## src/verilog/rv_exec_pkg.sv

```systemverilog
// Shared types for the RV32I integer execution unit.
// Holds the instruction word views, opcode and funct3 codes,
// the ALU operation set, the decoded operation and the writeback record.

`default_nettype none

package rv_exec_pkg;

  ////////////////////////////////////////////////////////////
  // basic words
  ////////////////////////////////////////////////////////////

  typedef logic [31:0] xlen_t;
  typedef logic [4:0]  reg_addr_t;

  // register-register format.
  typedef struct packed {
    logic [6:0] funct7;
    reg_addr_t  rs2;
    reg_addr_t  rs1;
    logic [2:0] funct3;
    reg_addr_t  rd;
    logic [6:0] opcode;
  } instr_r_t;

  // register-immediate format.
  typedef struct packed {
    logic [11:0] imm;
    reg_addr_t   rs1;
    logic [2:0]  funct3;
    reg_addr_t   rd;
    logic [6:0]  opcode;
  } instr_i_t;

  // the same 32-bit word seen as either format.
  typedef union packed {
    instr_r_t r;
    instr_i_t i;
  } instr_u;

  localparam logic [6:0] OPC_OP     = 7'b0110011;
  localparam logic [6:0] OPC_OP_IMM = 7'b0010011;

  // funct3 codes shared by OP and OP-IMM.
  localparam logic [2:0] F3_ADD  = 3'b000;
  localparam logic [2:0] F3_SLL  = 3'b001;
  localparam logic [2:0] F3_SLT  = 3'b010;
  localparam logic [2:0] F3_SLTU = 3'b011;
  localparam logic [2:0] F3_XOR  = 3'b100;
  localparam logic [2:0] F3_SR   = 3'b101;
  localparam logic [2:0] F3_OR   = 3'b110;
  localparam logic [2:0] F3_AND  = 3'b111;

  ////////////////////////////////////////////////////////////
  // decoded operation and writeback
  ////////////////////////////////////////////////////////////

  typedef enum logic [3:0] {
    ALU_ADD,
    ALU_SUB,
    ALU_SLL,
    ALU_SLT,
    ALU_SLTU,
    ALU_XOR,
    ALU_SRL,
    ALU_SRA,
    ALU_OR,
    ALU_AND
  } alu_op_e;

  typedef struct packed {
    alu_op_e   alu_op;
    reg_addr_t rs1;
    reg_addr_t rs2;
    reg_addr_t rd;
    logic      use_imm;
    xlen_t     imm;
    logic      write_en;
  } exec_op_t;

  typedef struct packed {
    logic      we;
    reg_addr_t rd;
    xlen_t     data;
  } wb_t;

endpackage

`default_nettype wire

```

## src/verilog/instr_decoder.sv

```systemverilog
// Instruction decoder for the OP and OP-IMM groups.
// Produces the decoded operation and an illegal flag, combinationally.

`timescale 1ns/10ps
`default_nettype none

module instr_decoder (
  input  rv_exec_pkg::instr_u   instr_i,
  output rv_exec_pkg::exec_op_t op_o,
  output logic                  illegal_o
);

  // funct3 plus the alternate bit (instruction bit 30) select the ALU function.
  function automatic rv_exec_pkg::alu_op_e alu_from_funct3(
    input logic [2:0] funct3,
    input logic       alt
  );
    rv_exec_pkg::alu_op_e op;
    case (funct3)
      rv_exec_pkg::F3_ADD:  op = alt ? rv_exec_pkg::ALU_SUB : rv_exec_pkg::ALU_ADD;
      rv_exec_pkg::F3_SLL:  op = rv_exec_pkg::ALU_SLL;
      rv_exec_pkg::F3_SLT:  op = rv_exec_pkg::ALU_SLT;
      rv_exec_pkg::F3_SLTU: op = rv_exec_pkg::ALU_SLTU;
      rv_exec_pkg::F3_XOR:  op = rv_exec_pkg::ALU_XOR;
      rv_exec_pkg::F3_SR:   op = alt ? rv_exec_pkg::ALU_SRA : rv_exec_pkg::ALU_SRL;
      rv_exec_pkg::F3_OR:   op = rv_exec_pkg::ALU_OR;
      default:              op = rv_exec_pkg::ALU_AND;
    endcase
    return op;
  endfunction

  logic       is_op;
  logic       is_op_imm;
  logic [2:0] funct3;
  logic [6:0] funct7;
  logic [6:0] imm_hi;
  logic       alt_ok;
  logic       funct7_ok;
  logic       shift_ok;

  assign is_op     = (instr_i.r.opcode == rv_exec_pkg::OPC_OP);
  assign is_op_imm = (instr_i.r.opcode == rv_exec_pkg::OPC_OP_IMM);
  assign funct3    = instr_i.r.funct3;
  assign funct7    = instr_i.r.funct7;

  // for shift immediates the upper seven immediate bits play the role of funct7.
  assign imm_hi = instr_i.i.imm[11:5];

  // only SUB and SRA may use the alternate encoding.
  assign alt_ok = (funct3 == rv_exec_pkg::F3_ADD) || (funct3 == rv_exec_pkg::F3_SR);

  assign funct7_ok = (funct7 == 7'h00) || ((funct7 == 7'h20) && alt_ok);

  always_comb begin
    case (funct3)
      rv_exec_pkg::F3_SLL: shift_ok = (imm_hi == 7'h00);
      rv_exec_pkg::F3_SR:  shift_ok = (imm_hi == 7'h00) || (imm_hi == 7'h20);
      default:             shift_ok = 1'b1;
    endcase
  end

  ////////////////////////////////////////////////////////////
  // operation fields
  ////////////////////////////////////////////////////////////

  always_comb begin
    op_o         = '0;
    op_o.alu_op  = rv_exec_pkg::ALU_ADD;
    op_o.rs1     = instr_i.r.rs1;
    op_o.rd      = instr_i.r.rd;
    op_o.imm     = {{20{instr_i.i.imm[11]}}, instr_i.i.imm};
    illegal_o    = 1'b0;

    if (is_op) begin
      op_o.rs2    = instr_i.r.rs2;
      op_o.alu_op = alu_from_funct3(funct3, funct7[5]);
      illegal_o   = ~funct7_ok;
    end else if (is_op_imm) begin
      op_o.use_imm = 1'b1;
      // bit 30 only means SRAI. For ADDI it is just an immediate bit.
      op_o.alu_op  = alu_from_funct3(funct3, (funct3 == rv_exec_pkg::F3_SR) & imm_hi[5]);
      illegal_o    = ~shift_ok;
    end else begin
      illegal_o = 1'b1;
    end

    // writes to x0 are still enabled here; the register file ignores them on read.
    op_o.write_en = ~illegal_o;
  end

endmodule

`default_nettype wire

```

## src/verilog/int_alu.sv

```systemverilog
// Integer ALU for the RV32I OP and OP-IMM groups.
// Selects the second operand and computes the ten base functions.

`timescale 1ns/10ps
`default_nettype none

module int_alu (
  input  rv_exec_pkg::exec_op_t op_i,
  input  rv_exec_pkg::xlen_t    rs1_data_i,
  input  rv_exec_pkg::xlen_t    rs2_data_i,
  output rv_exec_pkg::xlen_t    result_o
);

  rv_exec_pkg::xlen_t operand_a;
  rv_exec_pkg::xlen_t operand_b;
  logic [4:0]         shamt;
  logic               lt_signed;
  logic               lt_unsigned;

  assign operand_a = rs1_data_i;

  // immediate forms take the sign-extended immediate in place of rs2.
  assign operand_b = op_i.use_imm ? op_i.imm : rs2_data_i;

  // shift amounts use only the low five bits, for both register and immediate forms.
  assign shamt = operand_b[4:0];

  assign lt_signed   = $signed(operand_a) < $signed(operand_b);
  assign lt_unsigned = operand_a < operand_b;

  ////////////////////////////////////////////////////////////
  // function select
  ////////////////////////////////////////////////////////////

  always_comb begin
    case (op_i.alu_op)
      rv_exec_pkg::ALU_ADD:  result_o = operand_a + operand_b;
      rv_exec_pkg::ALU_SUB:  result_o = operand_a - operand_b;
      rv_exec_pkg::ALU_SLL:  result_o = operand_a << shamt;
      rv_exec_pkg::ALU_SLT:  result_o = {31'b0, lt_signed};
      rv_exec_pkg::ALU_SLTU: result_o = {31'b0, lt_unsigned};
      rv_exec_pkg::ALU_XOR:  result_o = operand_a ^ operand_b;
      rv_exec_pkg::ALU_SRL:  result_o = operand_a >> shamt;
      rv_exec_pkg::ALU_SRA:  result_o = $unsigned($signed(operand_a) >>> shamt);
      rv_exec_pkg::ALU_OR:   result_o = operand_a | operand_b;
      rv_exec_pkg::ALU_AND:  result_o = operand_a & operand_b;
      default:               result_o = '0;
    endcase
  end

endmodule

`default_nettype wire

```

## src/verilog/int_exec_unit.sv

```systemverilog
// Top level of the RV32I integer execution unit.
// Connects decoder, register file, ALU and writeback stage.

`timescale 1ns/10ps
`default_nettype none

module int_exec_unit (
  input  logic                   clk_i,
  input  logic                   rst_n_i,

  input  logic                   instr_valid_i,
  input  rv_exec_pkg::instr_u    instr_i,

  output logic                   result_valid_o,
  output rv_exec_pkg::reg_addr_t result_rd_o,
  output rv_exec_pkg::xlen_t     result_o,
  output logic                   illegal_o
);

  rv_exec_pkg::exec_op_t dec_op;
  logic                  dec_illegal;
  rv_exec_pkg::xlen_t    rs1_data;
  rv_exec_pkg::xlen_t    rs2_data;
  rv_exec_pkg::xlen_t    alu_result;
  rv_exec_pkg::wb_t      wb;

  instr_decoder u_decoder (
    .instr_i   (instr_i),
    .op_o      (dec_op),
    .illegal_o (dec_illegal)
  );

  register_file u_regfile (
    .clk_i          (clk_i),
    .write_enable_i (wb.we),
    .write_addr_i   (wb.rd),
    .read_addr1_i   (dec_op.rs1),
    .read_addr2_i   (dec_op.rs2),
    .write_data_i   (wb.data),
    .read_data1_o   (rs1_data),
    .read_data2_o   (rs2_data)
  );

  int_alu u_alu (
    .op_i       (dec_op),
    .rs1_data_i (rs1_data),
    .rs2_data_i (rs2_data),
    .result_o   (alu_result)
  );

  writeback_stage u_writeback (
    .clk_i          (clk_i),
    .rst_n_i        (rst_n_i),
    .instr_valid_i  (instr_valid_i),
    .illegal_i      (dec_illegal),
    .rd_i           (dec_op.rd),
    .result_i       (alu_result),
    .wb_o           (wb),
    .result_valid_o (result_valid_o),
    .result_rd_o    (result_rd_o),
    .result_o       (result_o),
    .illegal_o      (illegal_o)
  );

endmodule

`default_nettype wire

```

## src/verilog/register_file.sv

```systemverilog
// 32-entry integer register file.
// One write port, two combinational read ports, x0 reads zero.

`timescale 1ns/10ps
`default_nettype none

module register_file (
  input  logic                   clk_i,
  input  logic                   write_enable_i,

  input  rv_exec_pkg::reg_addr_t write_addr_i,
  input  rv_exec_pkg::reg_addr_t read_addr1_i,
  input  rv_exec_pkg::reg_addr_t read_addr2_i,

  input  rv_exec_pkg::xlen_t     write_data_i,
  output rv_exec_pkg::xlen_t     read_data1_o,
  output rv_exec_pkg::xlen_t     read_data2_o
);

  rv_exec_pkg::xlen_t rf_mem [32];

  // entry 0 may be written, but every read of address 0 is forced to zero.
  always_ff @(posedge clk_i) begin
    if (write_enable_i) begin
      rf_mem[write_addr_i] <= write_data_i;
    end
  end

  always_comb begin
    if (read_addr1_i == '0) begin
      read_data1_o = '0;
    end else begin
      read_data1_o = rf_mem[read_addr1_i];
    end
  end

  always_comb begin
    if (read_addr2_i == '0) begin
      read_data2_o = '0;
    end else begin
      read_data2_o = rf_mem[read_addr2_i];
    end
  end

endmodule

`default_nettype wire

```

## src/verilog/writeback_stage.sv

```systemverilog
// Writeback stage.
// Forms the register-file write and registers the result outputs.

`timescale 1ns/10ps
`default_nettype none

module writeback_stage (
  input  logic                   clk_i,
  input  logic                   rst_n_i,

  input  logic                   instr_valid_i,
  input  logic                   illegal_i,
  input  rv_exec_pkg::reg_addr_t rd_i,
  input  rv_exec_pkg::xlen_t     result_i,

  output rv_exec_pkg::wb_t       wb_o,

  output logic                   result_valid_o,
  output rv_exec_pkg::reg_addr_t result_rd_o,
  output rv_exec_pkg::xlen_t     result_o,
  output logic                   illegal_o
);

  logic take;

  // a strobed, legal instruction commits its result.
  assign take = instr_valid_i & ~illegal_i;

  // the register file captures at the same edge as the output flops,
  // so the next strobed instruction already reads this result.
  assign wb_o.we   = take;
  assign wb_o.rd   = rd_i;
  assign wb_o.data = result_i;

  ////////////////////////////////////////////////////////////
  // output registers
  ////////////////////////////////////////////////////////////

  always_ff @(posedge clk_i or negedge rst_n_i) begin
    if (!rst_n_i) begin
      result_valid_o <= 1'b0;
      illegal_o      <= 1'b0;
      result_rd_o    <= '0;
      result_o       <= '0;
    end else begin
      result_valid_o <= take;
      illegal_o      <= instr_valid_i & illegal_i;
      // data outputs keep the last committed result between pulses.
      if (take) begin
        result_rd_o <= rd_i;
        result_o    <= result_i;
      end
    end
  end

endmodule

`default_nettype wire
```

## config.mk

```make
export PLATFORM = sky130hd
export DESIGN_NAME = int_exec_unit
export DESIGN_NICKNAME = d
export VERILOG_FILES = /design/src/verilog/rv_exec_pkg.sv /design/src/verilog/instr_decoder.sv /design/src/verilog/int_alu.sv /design/src/verilog/int_exec_unit.sv /design/src/verilog/register_file.sv /design/src/verilog/writeback_stage.sv
export SDC_FILE = /design/constraint.sdc
export NUM_CORES = 2
export LEC_CHECK = 0
export ABC_AREA = 1
export BUFFER_PORTS_ARGS = -buffer_cell sky130_fd_sc_hd__buf_2
export CORE_UTILIZATION = 25
export DETAILED_ROUTE_END_ITERATION = 16
export PLACE_DENSITY = 0.38
export SYNTH_ARGS = -nofsm -noshare
export SYNTH_HDL_FRONTEND = slang
export SYNTH_HIERARCHICAL = 1
export SYNTH_SLANG_ARGS = --single-unit
```

## constraint.sdc

```tcl
create_clock -name clk_i -period 3.2 [get_ports clk_i]
set_clock_uncertainty 0.05 [all_clocks]
set_input_delay 0.32 -clock clk_i [delete_from_list [all_inputs] [get_ports clk_i]]
set_output_delay 0.32 -clock clk_i [all_outputs]
set_load 0.05 [all_outputs]
```

==> metrics.txt <==
synth warn 6; antenna viol nets, final 0; die area 263000 um^2; Final Hold Fails 0; GPL Wtd Cong 0.950; vias in the first global route 63253; Vias between 60000 and 70000; RSZ-0062 raised after global routing true; worst vdd ir 538 uV; setup ws final -1310 ps; area of the core 259000 um^2; Worst EP required between 3000 and 4000 ps; CP max stage cell ha_4; largest net degree at the start of global routing 74; Die Span X 513 um; WP data arrival 5010 ps; CTS tree done; first-pass GRT wire length 481000 um; TritonCTS buffer count 138; failing checks setup timing; DRC errors left 0; row count about 190; clk sink count 1063; I/O pin cnt 74; Iter 0 DRT Violations 6775; FF-to-FF path depth 25; GR Overflow Total 0; antenna violations before repair 14; Hold Slack around 120 ps; post-layout util 0.338; Die Y 513 um; leakage dissipation between 30 and 40 nW; fin. max-slew vios 0; layout cells sized above 1 0.222; root buf cell clkbuf_16; status finished with violations; GRT Resource Usage Total 0.256; synthesized cell area 65300 um^2; slowest cell delay on critical path 330 ps; min-delay worst type in -> async; Avg WL per Cell 26.3 um; IO Port Bufs 73; worst skew pair latency 840 ps; Max FO, Critical Path 23; endpoints failing setup 1056; Final Net Count 9734; Cell Area, Placed 80900 um^2; final instance area 87800 um^2; drt pass-1 iters 6; CP endpoint kind flop; most common cell after layout, fill and taps aside nand2_1; pre-CTS WS -3250 ps; clk buf depth 3; Mapped Cells 8478; vias per cell 5.05; crit path kind in -> reg; Post-Syn Nets roughly 8600; area grow syn2layout 34.5%; maxcap violations 0; most numerous cell on the critical path nand2_1; total chip power 37.7 mW; Tmin final about 4500 ps; starting density of the core 0.252; commonest non-fill, non-tap cells in the layout nand2_1 (2821), nand3_1 (1375), buf_4 (1176), edfxtp_1 (1024), nor2_1 (826); fmax 222 MHz; Clock Pin Slew Worst Setup and Hold Paths 60 ps; CP startpoint kind primary input; final wirelength 344000 um; Final Cycle Share 1.41; Detail Placement HPWL 248000 um; Avg Synthesized Cell Area 7.70 um^2; H-tree depth 4; Rel. slew slack 0.391; PD cells 429 nW/um^2; worst slew pin tran between 900 and 1000 ps
power by group:
| group | switching [mW] | total [mW] | internal (mW) |
|---|---|---|---|
| logic | 4.48 | 7.06 | 2.58 |
| clock network | 6.37 | 14.9 | 8.52 |
| registers | 0.00200 | 15.7 | 15.7 |
| total | 10.9 | 37.7 | 26.8 |
metrics by stage:
| step | cells | TNS (ps) |
|---|---|---|
| 2_1_floorplan | 8478 | -1105420 |
| 3_3_place_gp | 12774 | -2632040 |
| 3_5_place_dp | 12774 | -2611540 |
| 4_1_cts | 13092 | -1108000 |
| 5_1_grt | 13099 | -1410870 |
| 6_report | 13104 | -1201840 |
routing by layer:
metal	track usage	up-vias	wire length, um	part of all wire
li1	-	30506	-	-
met1	0.337	32364	148000	0.43
met2	0.421	2670	160000	0.47
met3	0.0298	570	20000	0.058
met4	0.111	2	16100	0.047
met5	0	-	9	0.000026
flip-flops by register name (all words and copies together), names as in the netlist:
register / count
u_writeback/result_o: 32
u_writeback/result_valid_o: 1
u_regfile/rf_mem: 1024
u_writeback/illegal_o: 1
u_writeback/result_rd_o: 5
what timing repair did:
action,CTS,global route
gates resized for setup,343,41
endpoints found under the hold margin,32,0
pin swaps,48,11
setup endpoints to repair,1056,1056
setup buffers,55,6
cloned,19,0
hold buffers,7,0
worst max-delay path, delay by kind of cell:
kind	cells	cell delay, ps
buffers and inverters	12	1740
AND/OR/NAND/NOR	24	2580
adder cells (fa/ha/maj)	1	330
area by class of cell:
type	instances	area [um^2]
fillers	27035	172000
flip-flops and latches	1063	31700
multi-input cells	6347	30000
repair buffers	1586	15800
well taps	3402	4260
clock buffers	174	3680
inverters	459	1800
clock inverters	66	489
diodes	6	15.0
repair inverters	1	8.76
final timing paths:
path	start	slack (ps)	to
max in group asynchronous	rst_n_i	2200	u_writeback/result_o[12]$_DFFE_PN0P_
max reg2reg	u_regfile/rf_mem[12][14]$_DFFE_PP_	-1130	u_regfile/rf_mem[5][16]$_DFFE_PP_
min in group clk_i	instr_i[25]	160	u_writeback/illegal_o$_DFF_PN0_
max	instr_i[2]	-1310	u_regfile/rf_mem[8][14]$_DFFE_PP_
min reg2reg	u_writeback/result_o[20]$_DFFE_PN0P_	410	u_writeback/result_o[20]$_DFFE_PN0P_
min	rst_n_i	120	u_writeback/result_o[22]$_DFFE_PN0P_
(Power assumes the default switching activity.)
